[config.mk]
export PLATFORM = sky130hd
export DESIGN_NAME = uart_master
export DESIGN_NICKNAME = d
export VERILOG_FILES = /design/src/uart_master_pkg.sv /design/src/uart_tx_frame.sv /design/src/uart_rx_frame.sv /design/src/uart_cmd_ctrl.sv /design/src/uart_master.sv
export SDC_FILE = /design/constraint.sdc
export NUM_CORES = 1
export LEC_CHECK = 0
export ABC_AREA = 1
export BUFFER_PORTS_ARGS = -buffer_cell sky130_fd_sc_hd__buf_4
export CAP_MARGIN = 20
export CORE_UTILIZATION = 35
export CTS_CLUSTER_SIZE = 24
export DETAILED_ROUTE_END_ITERATION = 16
export GPL_TIMING_DRIVEN = 0
export PLACE_DENSITY_LB_ADDON = 0.12
export SLEW_MARGIN = 20
export SYNTH_ARGS = -nofsm -noshare
export SYNTH_HDL_FRONTEND = slang
export SYNTH_SLANG_ARGS = --single-unit
[constraint.sdc]
create_clock -name clk -period 2.1 [get_ports clk]
set_input_delay 0.42 -clock clk [delete_from_list [all_inputs] [get_ports clk]]
set_output_delay 0.42 -clock clk [all_outputs]
set_load 0.01 [all_outputs]
[src/uart_master_pkg.sv]
`default_nettype none

package uart_master_pkg;

  // clock cycles per serial bit.
  localparam int BAUD_DIV   = 16;
  // idle cycles between the two frames of a write.
  localparam int FRAME_GAP  = 16;
  localparam int CMD_W      = 16;
  localparam int BYTE_W     = CMD_W / 2;
  // start, data, parity and stop.
  localparam int FRAME_BITS = BYTE_W + 3;

  localparam int BAUD_CNT_W = $clog2(BAUD_DIV);
  localparam int BIT_CNT_W  = $clog2(FRAME_BITS);
  localparam int GAP_CNT_W  = $clog2(FRAME_GAP + 1);

  typedef struct packed {
    logic              rw;
    logic [BYTE_W-2:0] addr;
    logic [BYTE_W-1:0] wdata;
  } cmd_fields_t;

  // bytes in transmit order, hi goes first.
  typedef struct packed {
    logic [BYTE_W-1:0] hi;
    logic [BYTE_W-1:0] lo;
  } cmd_frame_t;

  typedef union packed {
    cmd_fields_t fields;
    cmd_frame_t  frame;
  } uart_cmd_u;

  typedef struct packed {
    logic [BYTE_W-1:0] data;
    logic              parity_err;
    logic              stop_err;
  } rx_result_t;

endpackage

`default_nettype wire

[src/uart_tx_frame.sv]
`timescale 1ns/10ps
`default_nettype none

module uart_tx_frame (
  input  logic                               clk,
  input  logic                               rst_n,
  input  logic                               tx_start,
  input  logic [uart_master_pkg::BYTE_W-1:0] tx_byte,
  output logic                               tx,
  output logic                               tx_busy,
  output logic                               tx_done
);

  import uart_master_pkg::*;

  // data, parity and stop bits still to go after the start bit.
  logic [FRAME_BITS-2:0] shift_q;
  logic [BAUD_CNT_W-1:0] baud_cnt;
  logic [BIT_CNT_W-1:0]  bit_cnt;
  logic                  baud_tick;
  logic                  last_bit;
  logic                  load;

  assign load      = tx_start && !tx_busy;
  assign baud_tick = (baud_cnt == BAUD_CNT_W'(BAUD_DIV - 1));
  assign last_bit  = (bit_cnt == BIT_CNT_W'(FRAME_BITS - 1));
  // high in the final cycle of the stop bit.
  assign tx_done   = tx_busy && baud_tick && last_bit;

  always_ff @(posedge clk or negedge rst_n)
  begin
    if (!rst_n)
    begin
      tx       <= 1'b1;
      tx_busy  <= 1'b0;
      baud_cnt <= '0;
      bit_cnt  <= '0;
    end
    else if (load)
    begin
      tx       <= 1'b0;
      tx_busy  <= 1'b1;
      baud_cnt <= '0;
      bit_cnt  <= '0;
    end
    else if (tx_busy)
    begin
      if (baud_tick)
      begin
        baud_cnt <= '0;
        if (last_bit)
        begin
          tx      <= 1'b1;
          tx_busy <= 1'b0;
        end
        else
        begin
          tx      <= shift_q[0];
          bit_cnt <= bit_cnt + 1'b1;
        end
      end
      else
      begin
        baud_cnt <= baud_cnt + 1'b1;
      end
    end
  end

  // even parity, LSB first.
  always_ff @(posedge clk)
  begin
    if (load)
      shift_q <= {1'b1, ^tx_byte, tx_byte};
    else if (tx_busy && baud_tick)
      shift_q <= {1'b1, shift_q[FRAME_BITS-2:1]};
  end

endmodule

`default_nettype wire

[src/uart_rx_frame.sv]
`timescale 1ns/10ps
`default_nettype none

module uart_rx_frame (
  input  logic                        clk,
  input  logic                        rst_n,
  input  logic                        rx,
  output logic                        rx_done,
  output uart_master_pkg::rx_result_t rx_result
);

  import uart_master_pkg::*;

  typedef enum logic [2:0] {
    RX_IDLE,
    RX_START,
    RX_DATA,
    RX_PARITY,
    RX_STOP
  } rx_state_t;

  rx_state_t             state;
  logic                  rx_meta;
  logic                  rx_sync;
  logic                  rx_prev;
  logic [BAUD_CNT_W-1:0] baud_cnt;
  logic [BIT_CNT_W-1:0]  bit_idx;
  logic [BYTE_W-1:0]     data_q;
  logic                  parity_acc;
  logic                  half_tick;
  logic                  full_tick;

  assign half_tick = (baud_cnt == BAUD_CNT_W'(BAUD_DIV / 2 - 1));
  assign full_tick = (baud_cnt == BAUD_CNT_W'(BAUD_DIV - 1));

  // two-flop synchronizer, plus one more stage for edge detection.
  always_ff @(posedge clk or negedge rst_n)
  begin
    if (!rst_n)
    begin
      rx_meta <= 1'b1;
      rx_sync <= 1'b1;
      rx_prev <= 1'b1;
    end
    else
    begin
      rx_meta <= rx;
      rx_sync <= rx_meta;
      rx_prev <= rx_sync;
    end
  end

  always_ff @(posedge clk or negedge rst_n)
  begin
    if (!rst_n)
    begin
      state    <= RX_IDLE;
      baud_cnt <= '0;
      bit_idx  <= '0;
      rx_done  <= 1'b0;
    end
    else
    begin
      rx_done  <= 1'b0;
      baud_cnt <= baud_cnt + 1'b1;
      case (state)
        RX_IDLE:
        begin
          baud_cnt <= '0;
          if (rx_prev && !rx_sync)
            state <= RX_START;
        end
        RX_START:
        begin
          // a glitch shorter than half a bit is dropped here.
          if (half_tick)
          begin
            baud_cnt <= '0;
            bit_idx  <= '0;
            state    <= rx_sync ? RX_IDLE : RX_DATA;
          end
        end
        RX_DATA:
        begin
          if (full_tick)
          begin
            baud_cnt <= '0;
            bit_idx  <= bit_idx + 1'b1;
            if (bit_idx == BIT_CNT_W'(BYTE_W - 1))
              state <= RX_PARITY;
          end
        end
        RX_PARITY:
        begin
          if (full_tick)
          begin
            baud_cnt <= '0;
            state    <= RX_STOP;
          end
        end
        RX_STOP:
        begin
          if (full_tick)
          begin
            rx_done <= 1'b1;
            state   <= RX_IDLE;
          end
        end
        default:
        begin
          state <= RX_IDLE;
        end
      endcase
    end
  end

  always_ff @(posedge clk)
  begin
    case (state)
      RX_START:
        if (half_tick)
          parity_acc <= 1'b0;
      RX_DATA:
        if (full_tick)
        begin
          data_q     <= {rx_sync, data_q[BYTE_W-1:1]};
          parity_acc <= parity_acc ^ rx_sync;
        end
      RX_PARITY:
        if (full_tick)
          parity_acc <= parity_acc ^ rx_sync;
      RX_STOP:
        // even parity leaves the accumulator at zero.
        if (full_tick)
        begin
          rx_result.data       <= data_q;
          rx_result.parity_err <= parity_acc;
          rx_result.stop_err   <= !rx_sync;
        end
      default:
        ;
    endcase
  end

endmodule

`default_nettype wire

[src/uart_cmd_ctrl.sv]
`timescale 1ns/10ps
`default_nettype none

module uart_cmd_ctrl (
  input  logic                                 clk,
  input  logic                                 rst_n,
  input  uart_master_pkg::uart_cmd_u           cmd_in,
  input  logic                                 cmd_vld,
  output logic                                 cmd_rdy,
  output logic                                 tx_start,
  output logic [uart_master_pkg::BYTE_W-1:0]   tx_byte,
  input  logic                                 tx_done,
  input  logic                                 rx_done,
  input  uart_master_pkg::rx_result_t          rx_result,
  output logic                                 read_rdy,
  output logic [uart_master_pkg::BYTE_W-1:0]   read_data,
  output logic                                 read_err
);

  import uart_master_pkg::*;

  typedef enum logic [2:0] {
    ST_IDLE,
    ST_FIRST,
    ST_GAP,
    ST_SECOND,
    ST_REPLY
  } ctrl_state_t;

  ctrl_state_t          state;
  uart_cmd_u            cmd_q;
  logic [GAP_CNT_W-1:0] gap_cnt;
  logic                 accept;
  logic                 reply_hit;

  // only idle takes a command, anything else ignores cmd_vld.
  assign cmd_rdy   = (state == ST_IDLE);
  assign accept    = cmd_rdy && cmd_vld;
  assign reply_hit = (state == ST_REPLY) && rx_done;

  // request byte first, data byte in the second frame of a write.
  assign tx_byte = (state == ST_SECOND) ? cmd_q.frame.lo : cmd_q.frame.hi;

  always_ff @(posedge clk or negedge rst_n)
  begin
    if (!rst_n)
    begin
      state    <= ST_IDLE;
      tx_start <= 1'b0;
      read_rdy <= 1'b0;
      gap_cnt  <= '0;
    end
    else
    begin
      tx_start <= 1'b0;
      read_rdy <= 1'b0;
      case (state)
        ST_IDLE:
        begin
          if (accept)
          begin
            tx_start <= 1'b1;
            state    <= ST_FIRST;
          end
        end
        ST_FIRST:
        begin
          if (tx_done)
          begin
            gap_cnt <= '0;
            if (cmd_q.fields.rw)
              state <= ST_GAP;
            else
              state <= ST_REPLY;
          end
        end
        ST_GAP:
        begin
          // line stays idle high while the gap runs out.
          if (gap_cnt == GAP_CNT_W'(FRAME_GAP - 1))
          begin
            tx_start <= 1'b1;
            state    <= ST_SECOND;
          end
          else
          begin
            gap_cnt <= gap_cnt + 1'b1;
          end
        end
        ST_SECOND:
        begin
          if (tx_done)
            state <= ST_IDLE;
        end
        ST_REPLY:
        begin
          // no timeout, wait for the slave as long as it takes.
          if (rx_done)
          begin
            read_rdy <= 1'b1;
            state    <= ST_IDLE;
          end
        end
        default:
        begin
          state <= ST_IDLE;
        end
      endcase
    end
  end

  always_ff @(posedge clk)
  begin
    if (accept)
      cmd_q <= cmd_in;
    if (reply_hit)
    begin
      read_data <= rx_result.data;
      read_err  <= rx_result.parity_err | rx_result.stop_err;
    end
  end

endmodule

`default_nettype wire

[src/uart_master.sv]
`timescale 1ns/10ps
`default_nettype none

module uart_master (
  input  logic                               clk,
  input  logic                               rst_n,
  input  uart_master_pkg::uart_cmd_u         cmd_in,
  input  logic                               cmd_vld,
  input  logic                               rx,
  output logic                               tx,
  output logic                               cmd_rdy,
  output logic                               read_rdy,
  output logic [uart_master_pkg::BYTE_W-1:0] read_data,
  output logic                               read_err
);

  import uart_master_pkg::*;

  logic              tx_start;
  logic [BYTE_W-1:0] tx_byte;
  logic              tx_busy;
  logic              tx_done;
  logic              rx_done;
  rx_result_t        rx_result;

  uart_cmd_ctrl i_uart_cmd_ctrl (
    .clk       (clk),
    .rst_n     (rst_n),
    .cmd_in    (cmd_in),
    .cmd_vld   (cmd_vld),
    .cmd_rdy   (cmd_rdy),
    .tx_start  (tx_start),
    .tx_byte   (tx_byte),
    .tx_done   (tx_done),
    .rx_done   (rx_done),
    .rx_result (rx_result),
    .read_rdy  (read_rdy),
    .read_data (read_data),
    .read_err  (read_err)
  );

  uart_tx_frame i_uart_tx_frame (
    .clk      (clk),
    .rst_n    (rst_n),
    .tx_start (tx_start),
    .tx_byte  (tx_byte),
    .tx       (tx),
    .tx_busy  (tx_busy),
    .tx_done  (tx_done)
  );

  uart_rx_frame i_uart_rx_frame (
    .clk       (clk),
    .rst_n     (rst_n),
    .rx        (rx),
    .rx_done   (rx_done),
    .rx_result (rx_result)
  );

endmodule

`default_nettype wire

Word-level counts from Yosys, hierarchy flattened
Index checks and enable logic that the tools add are counted.
Word-level totals
  register bits after elaboration: 88
  bits of input ports: 20
  output and inout port bits: 12
  word-level logic and storage cells: 138
Cells by class
  add/subtract/negate cells: 5
  eq/ne operators: 28
  muxes and demuxes: 52
  bitwise operators: 2
  reductions and logical operators: 27
Operators by type and width (number)
  4-bit 2-to-1 mux: 11
  3-bit 2-to-1 mux: 12
  3-bit case mux with 5 select lines: 2
  2-bit by 1-bit inequality test with 1-bit output (second input constant): 11
  9-bit 2-to-1 mux: 2
  4-bit by 1-bit adder with 4-bit output (second input constant): 4
  1-bit 2-to-1 mux: 16
  3-bit by 2-bit == test with 1-bit output (second input constant): 4
  4-bit == test (second input constant): 3
  4-bit case mux with 3 select lines: 1
  3-bit AND reduction: 4
  2-bit nonzero test: 6
  5-bit 2-to-1 mux: 2
  5-bit case mux with 2 select lines: 1
  4-bit by 3-bit == test with 1-bit output (second input constant): 2
  8-bit 2-to-1 mux: 1
  4-bit case mux with 2 select lines: 1
  8-bit XOR reduction: 1
  3-bit by 1-bit == test with 1-bit output (second input constant): 2
  3-bit == test (second input constant): 2
  1-bit logical AND: 6
  3-bit zero test: 2
  2-bit inequality test (second input constant): 3
  2-bit AND reduction: 3
  other kinds (10): 12

Longest topological paths before layout
Gate-level depths: netlist of the first run.
  depth after elaboration: 5
  gate-level depth with buffers: 13
  gate-level depth less buffers: 11

Modules after synthesis
Synthesis of the first run repeated with hierarchy kept, for this count alone.
Unflattened totals
  cells, all modules: 356
  area, all modules: 3933.8 um^2
By module, submodules not included
  uart_cmd_ctrl: times used 1, cells each 103, area an instance 1460.2 um^2, seq. area each 1001.0 um^2
  uart_rx_frame: times used 1, cells each 118, area an instance 1393.8 um^2, seq. area each 949.7 um^2
  uart_tx_frame: times used 1, cells each 135, area an instance 1079.8 um^2, seq. area each 521.8 um^2

Least setup slack after synthesis of the first run
No wires, ideal clock.
  path type: register to register
  start: reg i_uart_cmd_ctrl.state[0]
  end: reg i_uart_cmd_ctrl.cmd_q[0] (netlist bit), enable pin
  library setup time: 0.409 ns
  arrival: 1.816 ns
  data required time: 1.691 ns
  setup slack: -0.126 ns
  cell stages (with the launch flop): 5
  buffers on the path: 1
  period minus slack after synthesis: 2.226 ns
  path through: dfrtp_1 -> buf_6 -> nor2_1 -> inv_1 -> nor3_1
Between the ends
  cells in the longest elaborated chain, start to end: 2
Ends and longest elaborated chain
  start: declaration: line uart_cmd_ctrl.sv:30  | ctrl_state_t state;
  start signal: assignment: line uart_cmd_ctrl.sv:48  | state <= ST_IDLE;
  start signal: assignment: line uart_cmd_ctrl.sv:63  | state <= ST_FIRST;
  start signal: assignment: line uart_cmd_ctrl.sv:72  | state <= ST_GAP;
  3-bit zero test: line uart_cmd_ctrl.sv:37  | assign cmd_rdy = (state == ST_IDLE);
  1-bit logical AND: line uart_cmd_ctrl.sv:38  | assign accept = cmd_rdy && cmd_vld;
  named net i_uart_cmd_ctrl.accept: line uart_cmd_ctrl.sv:33  | logic accept;
  end signal: assignment: line uart_cmd_ctrl.sv:115  | cmd_q <= cmd_in;
  end: declaration: line uart_cmd_ctrl.sv:31  | uart_cmd_u cmd_q;
The timed path passes the listed nets, and every way through them passes these cells.
A chain may end at the register's enable or synchronous reset.

Worst setup path after layout of the first run
  start: reg i_uart_cmd_ctrl.state[0]
  end: out cmd_rdy
Between the ends
  cells in the longest elaborated chain, start to end: 1
Ends and longest elaborated chain
  3-bit zero test: line uart_cmd_ctrl.sv:37
  end: declaration: line uart_master.sv:11  | output logic cmd_rdy,
Every way passes these cells.

==> results of run 1 <==
==> flip-flops by register name, summed over array words and instances, names as in the netlist, 3 cells and up <==
| name | cells |
|---|---|
| i_uart_cmd_ctrl.cmd_q | 16 |
| i_uart_tx_frame.bit_cnt | 4 |
| i_uart_tx_frame.baud_cnt | 4 |
| i_uart_tx_frame.shift_q | 9 |
| i_uart_cmd_ctrl.state | 3 |
| i_uart_rx_frame.state | 3 |
| i_uart_cmd_ctrl.gap_cnt | 5 |
| i_uart_cmd_ctrl.read_data | 8 |
| i_uart_rx_frame.bit_idx | 4 |
| i_uart_rx_frame.baud_cnt | 4 |
| i_uart_rx_frame.data_q | 8 |
| i_uart_rx_frame.rx_result | 10 |
==> cell usage after synthesis (all sizes together), types with 2 or more instances <==
cell    instances  share of area [%]
buf             4                1.2
o31ai           2               0.39
nand4           7                1.1
ha              7                2.3
dfstp           4                2.7
inv            51                5.0
a21oi           9                1.3
xor2            5                1.1
nand3          12                1.9
a22o            2               0.46
o21ai          21                2.8
nor3            6               0.92
edfxtp         53                 42
nand2         109                 12
nor2           30                3.2
xnor2           2               0.46
dfrtp          31                 20
==> layer usage <==
| metal | vias to the layer above | track usage (%) | wire length (um) |
|---|---|---|---|
| li1 | 1274 | - | - |
| met4 | 0 | 5.28 | 76 |
| met2 | 37 | 18.8 | 2710 |
| met5 | - | 0 | 0 |
| met3 | 6 | 3.74 | 232 |
| met1 | 1158 | 17.5 | 3240 |
==> kinds of logic after synthesis <==
family          synth area share [%]
xor+xnor                        1.60
flops                           64.7
compound gates                  5.40
fa+ha+maj                       2.29
simple gates                    19.5
mux                            0.262
buf+inv                         6.28
==> where the power goes <==
| group | leakage [nW] | switching (mW) | internal [mW] |
|---|---|---|---|
| Combinational | 0.978 | 1.11 | 0.656 |
| Clock | 0.0971 | 0.579 | 0.586 |
| Sequential | 0.917 | 0.218 | 2.15 |
| Total | 1.99 | 1.91 | 3.39 |
==> cell type report <==
type                            count  area share (%)
Clock inverter                      4            1.18
Buffer                              5            1.09
Timing Repair Buffer               33            5.55
Tap cell                          136            3.81
Clock buffer                       12            3.25
Multi-Input combinational cell    219            25.4
Inverter                           51            4.29
Sequential cell                    88            55.4
==> worst max-delay path, cell delays in order (launching register included) <==
cell	delay (ps)
dfrtp_1	380
buf_6	150
nor2_1	120
inv_1	110
nor2_1	160
buf_4	160
==> path summary, 6_finish.rpt <==
path	from	end	slack (ps)
hold / removal	rst_n	i_uart_cmd_ctrl.read_rdy	10
max in group asynchronous	rst_n	i_uart_rx_frame.rx_prev	1730
min in group clk	rx	i_uart_rx_frame.rx_meta	170
hold reg to reg	i_uart_rx_frame.rx_meta	i_uart_rx_frame.rx_sync	360
setup reg to reg	i_uart_tx_frame.tx_busy	i_uart_tx_frame.shift_q[3]	280
setup / recovery	i_uart_cmd_ctrl.state[0]	cmd_rdy	250
==> stage by stage <==
step | TNS [ps] | util, % | hold slack [ps] | instance area [um2] | power (mW)
after global placement | -8270 | 40.4 | 346 | 4230 | 4.14
after CTS | 0 | 42.6 | 13.7 | 4460 | 5.37
after global routing | 0 | 42.6 | 32.3 | 4460 | 5.76
after detailed placement | 0 | 40.7 | 348 | 4260 | 4.18
final | 0 | 42.6 | 10.1 | 4460 | 5.30
after floorplan | 0 | - | 124 | 3830 | 3.76
==> out/qor.yml, run 1 <==
outcome:
  outcome: "complete, no violations"
die:
  fp.dieH_um: 107
  core.rowCount: 37
  io_pins: 32
  core-area_mm2: 0.0105
  floorplan.initialDensity_pct: 36.5
  design.die.area_mm2: 0.0113
  dieWidth_um: 107
cells_and_area:
  nets: 434
  fill_cells: 1054
  syn_to_final_growth_pct: 16.7
  layout_common_cells: "nand2_1, edfxtp_1, inv_1"
  drive_gt1_share_pct: 20.4
  stdcell_count: 548
  regArea_mm2: 0.00247
  area_taken_by_multi_input_logic_gates_mm2: 0.00113
  diodes: 0
  final_common_cell: "nand2_1"
setup_path:
  timing_worst_setup_path_type: "reg -> out"
  startpoint_type: "flop"
  arrival_ps: 1430
  timing.critical_path.fanout_max: 9
  required_ps: 1680
  cp-end-kind: "primary output"
  rr_worst_depth: 5
placed_design:
  post-place-ws_ps: 249
  io_buffer_count: 31
  routabilityCongestion: 0.809
  post-place-cells: 532
  detailedPlacementHpwl_mm: 4.55
logic_synthesis:
  number_of_flops_mapped_to_enable_cells_by_yosys: 53
  synth_cell_type_count: 35
  yosys_register_bits: 88
  synth_cells: 363
  ys.flop_type: "edfxtp_1"
  yosysSeqAreaShare_pct: 64.7
  post_synth_instance_area_mm2: 0.00382
  synth_nets: 390
  postSynth.asyncResetShare_pct: 39.8
  synthesis.yosys.warnings: 0
  syn_area_per_cell_um2: 10.5
grt:
  global_route.usage.total_pct: 12.7
  largest_net_degree_at_the_start_of_global_routing: 36
  grt_pass1_vias: 2411
  grt_pass1_wl_mm: 11.0
  antenna_found_initial: 0
  overflow_after_grt: 0
detailed_routing:
  post_drt_via_cell_ratio: 4.52
  drt_pre_antenna_iters: 4
  antenna_violating_nets_post_route: 0
  number_of_drc_violations_after_detailed_routing_iteration_0: 68
  drt-wirelength-per-cell_um: 11.4
  dr_total_vias: 2475
  drt_drc_violations_left: 0
  routed_wl_mm: 6.25
cts:
  post_cts_hold_buffer_count: 0
  htree_levels: 3
  tritoncts_num_sinks: 88
  worst_skew_pair.late_latency_ps: 350
  clock_input_transition_at_the_sequential_cells_of_the_worst_setup_and_hold_paths_ps: 80
  cts_made_buffers: 9
  post-cts-setup-buffers: 0
  cts_root_buf: "clkbuf_8"
  post_cts_resized: 0
  clock_path_buffers: 2
  cts_tree: "yes"
power:
  irDropWorstVdd_mv: 0.423
  power_per_cell_area_mw_per_mm2: 1190
  p_leak_nw: 1.99
flow_run:
  drv.max_cap_violation_count: 0
timing:
  setup_violations: 0
  layout_min_cycle_time_ps: 1850
  report.final.slew_viol_count: 0
  max_freq_mhz: 540
  tightest_slew_ps: 774
  clock-skew-final_ps: 11.2
  timing.final.crit_share_pct: 88.1
  finalHoldViolations: 0
  rsz0062_at_grt: "no"
  max_slew_margin_pct: 48.2
  setup_ws_ps: 249
min_path:
  worst_hold_path_type: "in -> async"
Power figures use the tool's default switching activity.
==> run 2, diff against run 1 <==
--- a/config.mk
+++ b/config.mk
@@ -12,8 +12,11 @@
 export CTS_CLUSTER_SIZE = 24
 export DETAILED_ROUTE_END_ITERATION = 16
 export GPL_TIMING_DRIVEN = 0
+export MAX_ROUTING_LAYER = met4
 export PLACE_DENSITY_LB_ADDON = 0.12
+export REMOVE_ABC_BUFFERS = 1
 export SLEW_MARGIN = 20
 export SYNTH_ARGS = -nofsm -noshare
 export SYNTH_HDL_FRONTEND = slang
+export SYNTH_HIERARCHICAL = 1
 export SYNTH_SLANG_ARGS = --single-unit
==> out/qor.yml, run 2 <==
cts:
  cts_tree: "yes"
  htree_levels: 3
  tritoncts_num_sinks: 88
  clock_path_buffers: 2
  clock_input_transition_at_the_sequential_cells_of_the_worst_setup_and_hold_paths_ps: 100
  post-cts-setup-buffers: 0
  post_cts_resized: 1
  worst_skew_pair.late_latency_ps: 370
  cts_made_buffers: 9
  post_cts_hold_buffer_count: 0
  cts_root_buf: "clkbuf_8"
setup_path:
  startpoint_type: "flop"
  timing.critical_path.fanout_max: 9
  rr_worst_depth: 10
  required_ps: 2220
  cp-end-kind: "flop"
  arrival_ps: 2040
  worst_r2r_endpoint: "i_uart_tx_frame/shift_q[8]"
  rrSetupSlack_ps: 180
  r2r-start: "i_uart_cmd_ctrl/state[1]"
  timing_worst_setup_path_type: "reg -> reg"
logic_synthesis:
  synth_cell_type_count: 38
  yosys-top-cells-area: "edfxtp_1, dfrtp_1, nand2_1"
  synth_xor_xnor_area_share_pct: 2.67
  synth_cells: 356
  synth.mux.area_fraction_pct: 2.67
  number_of_flops_mapped_to_enable_cells_by_yosys: 53
  yosysSeqAreaShare_pct: 62.8
  synthAdderAreaFrac_pct: 2.23
  ys.flop_type: "edfxtp_1"
  synthTopCellsByCount: "nand2_1, edfxtp_1, inv_1, nor2_1, dfrtp_1"
  yosys_register_bits: 88
  synth_simple_gate_area_share_pct: 19.4
  synthMostInstantiatedCell: "nand2_1"
  post_synth_instance_area_mm2: 0.00393
  syn_area_per_cell_um2: 11.0
  compound_gate_fraction_of_synth_area_pct: 4.74
  post-synth-top-area-cell: "edfxtp_1"
  synth_top_area_share_pct: 40.5
  synthesis.yosys.warnings: 6
  postSynth.asyncResetShare_pct: 39.8
  synth_top_family_by_area: "simple AND/OR/NAND/NOR gates"
timing:
  setup_violations: 0
  tightest_slew_ps: 908
  finalHoldViolations: 5
  clock-skew-final_ps: 15.5
  max_slew_margin_pct: 39.2
  rsz0062_at_grt: "no"
  timing.final.crit_share_pct: 91.2
  report.final.slew_viol_count: 0
  max_freq_mhz: 522
  layout_min_cycle_time_ps: 1920
  hold_ws_ps: -4.32
cells_and_area:
  syn_to_final_growth_pct: 14.9
  largest_register_ff_count: 16
  diodes: 0
  nets: 422
  drive_gt1_share_pct: 22.0
  layout_common_cells: "nand2_1, edfxtp_1, inv_1"
  registers.top_by_ff_count: "i_uart_cmd_ctrl/cmd_q"
  fill_cells: 1046
  final_common_cell: "nand2_1"
  layout_top_registers: "i_uart_cmd_ctrl/cmd_q: 16 flops, i_uart_rx_frame/rx_result: 10 flops, i_uart_tx_frame/shift_q: 9 flops"
detailed_routing:
  number_of_drc_violations_after_detailed_routing_iteration_0: 79
  drt_pre_antenna_iters: 4
  dr_total_vias: 2380
  drt_drc_violations_left: 0
  drt-wirelength-per-cell_um: 11.7
  antenna_violating_nets_post_route: 0
  post_drt_via_cell_ratio: 4.41
  routed_wl_mm: 6.30
power:
  p_leak_nw: 2.04
  report.power.total_mw: 4.63
  power_per_cell_area_mw_per_mm2: 1020
  irDropWorstVdd_mv: 0.357
grt:
  global_route.usage.total_pct: 12.6
  antenna_found_initial: 0
  grt_pass1_wl_mm: 10.8
  overflow_after_grt: 0
  grt_pass1_vias: 2224
  largest_net_degree_at_the_start_of_global_routing: 36
outcome:
  failed_checks: "hold timing"
  outcome: "finished with violations"
die:
  core-area_mm2: 0.0109
  core.rowCount: 38
  fp.dieH_um: 108
  design.die.area_mm2: 0.0117
  io_pins: 32
  dieWidth_um: 108
  floorplan.initialDensity_pct: 36.1
placed_design:
  routabilityCongestion: 0.810
  detailedPlacementHpwl_mm: 4.41
  io_buffer_count: 31
min_path:
  worst_hold_path_type: "in -> async"
flow_run:
  drv.max_cap_violation_count: 0
-- run 2: cell types whose count changed after synthesis, moves of 4 or more --
| cell | before | now |
|---|---|---|
| nor2_1 | 28 | 35 |
| nand3_1 | 11 | 21 |
| mux2_4 | 0 | 7 |
| nand4_1 | 7 | 2 |
| nor3_1 | 5 | 1 |
| a21oi_1 | 8 | 4 |
| nand2_1 | 99 | 79 |
| inv_2 | 9 | 3 |
-- run 2: worst max path at each step --
stage / end / cells after the start / startpoint
after detailed placement: i_uart_tx_frame/shift_q[8] / 9 / i_uart_cmd_ctrl/state[1]
after global routing: i_uart_tx_frame/shift_q[8] / 9 / i_uart_cmd_ctrl/state[1]
after floorplan: i_uart_cmd_ctrl/read_data[0] / 1 / i_uart_cmd_ctrl/state[1]
after global placement: i_uart_cmd_ctrl/read_err / 1 / i_uart_cmd_ctrl/state[1]
after CTS: i_uart_tx_frame/shift_q[8] / 9 / i_uart_cmd_ctrl/state[1]
final: i_uart_tx_frame/shift_q[8] / 10 / i_uart_cmd_ctrl/state[1]
-- run 2: layer usage --
layer	vias to the layer above	part of all wire, %	routed length (um)	global-route usage [%]
li1	1249	-	-	-
met1	1083	51	3180	16.6
met2	36	43	2730	18.2
met3	12	4.1	256	2.71
met4	0	2.1	131	6.16
met5	-	0	0	-
-- run 2: area by class of cell --
class / count / area (um2) / share of cell area, %
multi-input combinational: 218 / 1260 / 27.8
clock inverter: 7 / 76.3 / 1.69
sequential: 88 / 2470 / 54.7
inverter: 46 / 178 / 3.93
timing repair buffer: 32 / 238 / 5.26
tap: 140 / 175 / 3.87
clock buffer: 9 / 124 / 2.74
-- run 2: cell families after synthesis --
logic type / after synthesis
buf+inv: 50
fa+ha+maj: 7
flops: 88
simple gates: 161
xor+xnor: 12
mux: 7
compound gates: 31
-- run 2: through the flow --
stage | TNS (ps) | area (um2) | cells | worst slack [ps] | util, %
floorplan | 0 | 3900 | 352 | 117 | -
global placement | -5290 | 4310 | 523 | -543 | 39.6
detailed placement | -42.9 | 4320 | 524 | -42.9 | 39.7
CTS | 0 | 4520 | 540 | 152 | 41.5
global route | 0 | 4520 | 540 | 6.29 | 41.5
finish | 0 | 4520 | 540 | 184 | 41.5
-- run 2: power by group --
group	internal [mW]	switching [mW]
logic	0.499	0.772
clock network	0.478	0.692
registers	2.02	0.169
-- run 2: critical path, cell delays in order (launching register included) --
cell	delay [ps]
dfrtp_1	600
nand3_4	240
mux2_4	390
inv_1	80
nand2_1	50
nand2_1	70
inv_1	40
nand2_1	40
nand2_1	50
nand2_1	50
nand3_1	60
==> run 3, diff against run 2 <==
==> constraint.sdc (replaced) <==
create_clock -name clk -period 1.87 [get_ports clk]
set_input_delay 0.374 -clock clk [delete_from_list [all_inputs] [get_ports clk]]
set_output_delay 0.374 -clock clk [all_outputs]
set_load 0.01 [all_outputs]
==> out/qor.yml, run 3 (synthesis results as in run 2) <==
outcome:
  outcome: "complete, no violations"
die:
  core-area_mm2: 0.0109
  core.rowCount: 38
  dieWidth_um: 108
  floorplan.initialDensity_pct: 36.1
  design.die.area_mm2: 0.0117
  io_pins: 32
  fp.dieH_um: 108
min_path:
  worst_hold_path_type: "in -> reg"
  worst_hold_path.endpoint: "i_uart_rx_frame/rx_meta"
  hp-start: "rx"
  holdPathStages: 1
cts:
  worst_skew_pair.late_latency_ps: 370
  cts_root_buf: "clkbuf_8"
  cts_tree: "yes"
  clock_path_buffers: 2
  htree_levels: 3
  clock_input_transition_at_the_sequential_cells_of_the_worst_setup_and_hold_paths_ps: 90
  cts_made_buffers: 9
  tritoncts_num_sinks: 88
placed_design:
  detailedPlacementHpwl_mm: 4.41
  io_buffer_count: 31
  routabilityCongestion: 0.810
  post-place-ws_ps: -273
power:
  clock_power_share_pct: 25.0
  power.switching_fraction_pct: 35.5
  power_per_cell_area_mw_per_mm2: 1150
  p_int_mw: 3.38
  sw_power_mw: 1.86
  sequential_power_share_pct: 47.1
  p_leak_nw: 2.04
  irDropWorstVdd_mv: 0.401
  power_frac_comb_pct: 27.8
setup_path:
  cp-end-kind: "primary output"
  timing_worst_setup_path_type: "reg -> out"
  required_ps: 1500
  arrival_ps: 1380
  r2r-start: "i_uart_cmd_ctrl/state[2]"
  worst_r2r_endpoint: "i_uart_tx_frame/shift_q[8]"
  startpoint_type: "flop"
  timing.critical_path.fanout_max: 8
  rrSetupSlack_ps: 120
  rr_worst_depth: 11
grt:
  global_route.usage.total_pct: 12.6
  overflow_after_grt: 0
  grt_pass1_wl_mm: 10.8
  antenna_found_initial: 0
  grt_pass1_vias: 2224
  largest_net_degree_at_the_start_of_global_routing: 36
detailed_routing:
  number_of_drc_violations_after_detailed_routing_iteration_0: 79
  routed_wl_mm: 6.40
  drt-wirelength-per-cell_um: 11.8
  drt_pre_antenna_iters: 4
  dr_total_vias: 2402
  antenna_violating_nets_post_route: 0
  drt_drc_violations_left: 0
  post_drt_via_cell_ratio: 4.42
cells_and_area:
  syn_to_final_growth_pct: 16.3
  largest_register_ff_count: 16
  nets: 425
  layout_top_registers: "i_uart_cmd_ctrl/cmd_q: 16 flops, i_uart_rx_frame/rx_result: 10 flops, i_uart_tx_frame/shift_q: 9 flops"
  diodes: 0
  area_taken_by_multi_input_logic_gates_mm2: 0.00129
  drive_gt1_share_pct: 24.6
  layout_common_cells: "nand2_1, edfxtp_1, inv_1"
  regArea_mm2: 0.00248
  final_common_cell: "nand2_1"
  registers.top_by_ff_count: "i_uart_cmd_ctrl/cmd_q"
  fill_cells: 1040
timing:
  timing.final.crit_share_pct: 94.0
  tightest_slew_ps: 566
  rsz0062_at_grt: "yes"
  hold_ws_ps: 119
  layout_min_cycle_time_ps: 1760
  report.final.slew_viol_count: 0
  setup_ws_ps: 112
  setup_violations: 0
  max_freq_mhz: 569
  clock-skew-final_ps: 15.2
  max_slew_margin_pct: 62.3
  finalHoldViolations: 0
flow_run:
  drv.max_cap_violation_count: 0
==> run 3: cell types whose count changed in the layout (fill, tap and decap cells not counted), sizes merged <==
cell         delta
buf             +1
clkinvlp        +1
dlygate4sd3     +1
inv             -1
nand3           +1
==> run 3: stage by stage <==
step,total power [mW],instances,instance area [um2],utilization (%),setup TNS [ps]
final,5.24,543,4580,42.0,0
after global routing,5.63,543,4580,42.0,-9.38
after CTS,5.29,541,4540,41.7,-37.4
after detailed placement,3.94,524,4320,39.7,-633
after global placement,3.91,523,4310,39.6,-7980
after floorplan,3.61,352,3900,-,-1020
==> run 3: final cells by class <==
class | count | area share [%]
Sequential cell | 88 | 54.1
Multi-Input combinational cell | 219 | 28.2
Timing Repair Buffer | 34 | 5.58
Inverter | 46 | 3.96
Tap cell | 140 | 3.83
Clock buffer | 9 | 2.71
Clock inverter | 7 | 1.67
==> run 3: worst max path at each step <==
| stage | cells after the start | to | startpoint | slack [ps] |
|---|---|---|---|---|
| after global routing | 10 | i_uart_tx_frame/shift_q[8] | i_uart_cmd_ctrl/state[1] | -9 |
| after CTS | 9 | i_uart_tx_frame/shift_q[8] | i_uart_cmd_ctrl/state[0] | -40 |
| after global placement | 1 | i_uart_cmd_ctrl/read_err | i_uart_cmd_ctrl/state[1] | -770 |
| after detailed placement | 9 | i_uart_tx_frame/shift_q[8] | i_uart_cmd_ctrl/state[1] | -270 |
| after floorplan | 1 | i_uart_cmd_ctrl/read_data[0] | i_uart_cmd_ctrl/state[1] | -110 |
| final | 4 | cmd_rdy | i_uart_cmd_ctrl/state[0] | 110 |
==> run 3: power by group through the flow <==
stage	sequential [mW]	clock (mW)	combinational, mW
floorplan	2.46	0	1.14
global placement	2.49	0	1.42
detailed placement	2.50	0	1.44
CTS	2.46	1.37	1.45
global route	2.51	1.44	1.68
finish	2.47	1.31	1.46
==> run 3: timing repair <==
action	in CTS	in global routing
hold buffers	1	0
resized for setup	3	8
buffers inserted	0	1
hold endpoints to repair	31	0
setup endpoints to repair	11	25
pin swaps	0	2
gates cloned	0	1
==> run 3: critical path: stages (launching register included) <==
cell     delay [ps]
dfrtp_2         500
nor2_4          170
inv_1            70
nor2_2          140
buf_4           150
==> run 3: metal layers <==
layer	part of all wire, %	global-route usage [%]
met5	0	-
met4	2.1	6.16
met3	4.0	2.71
met2	43	18.2
met1	51	16.6
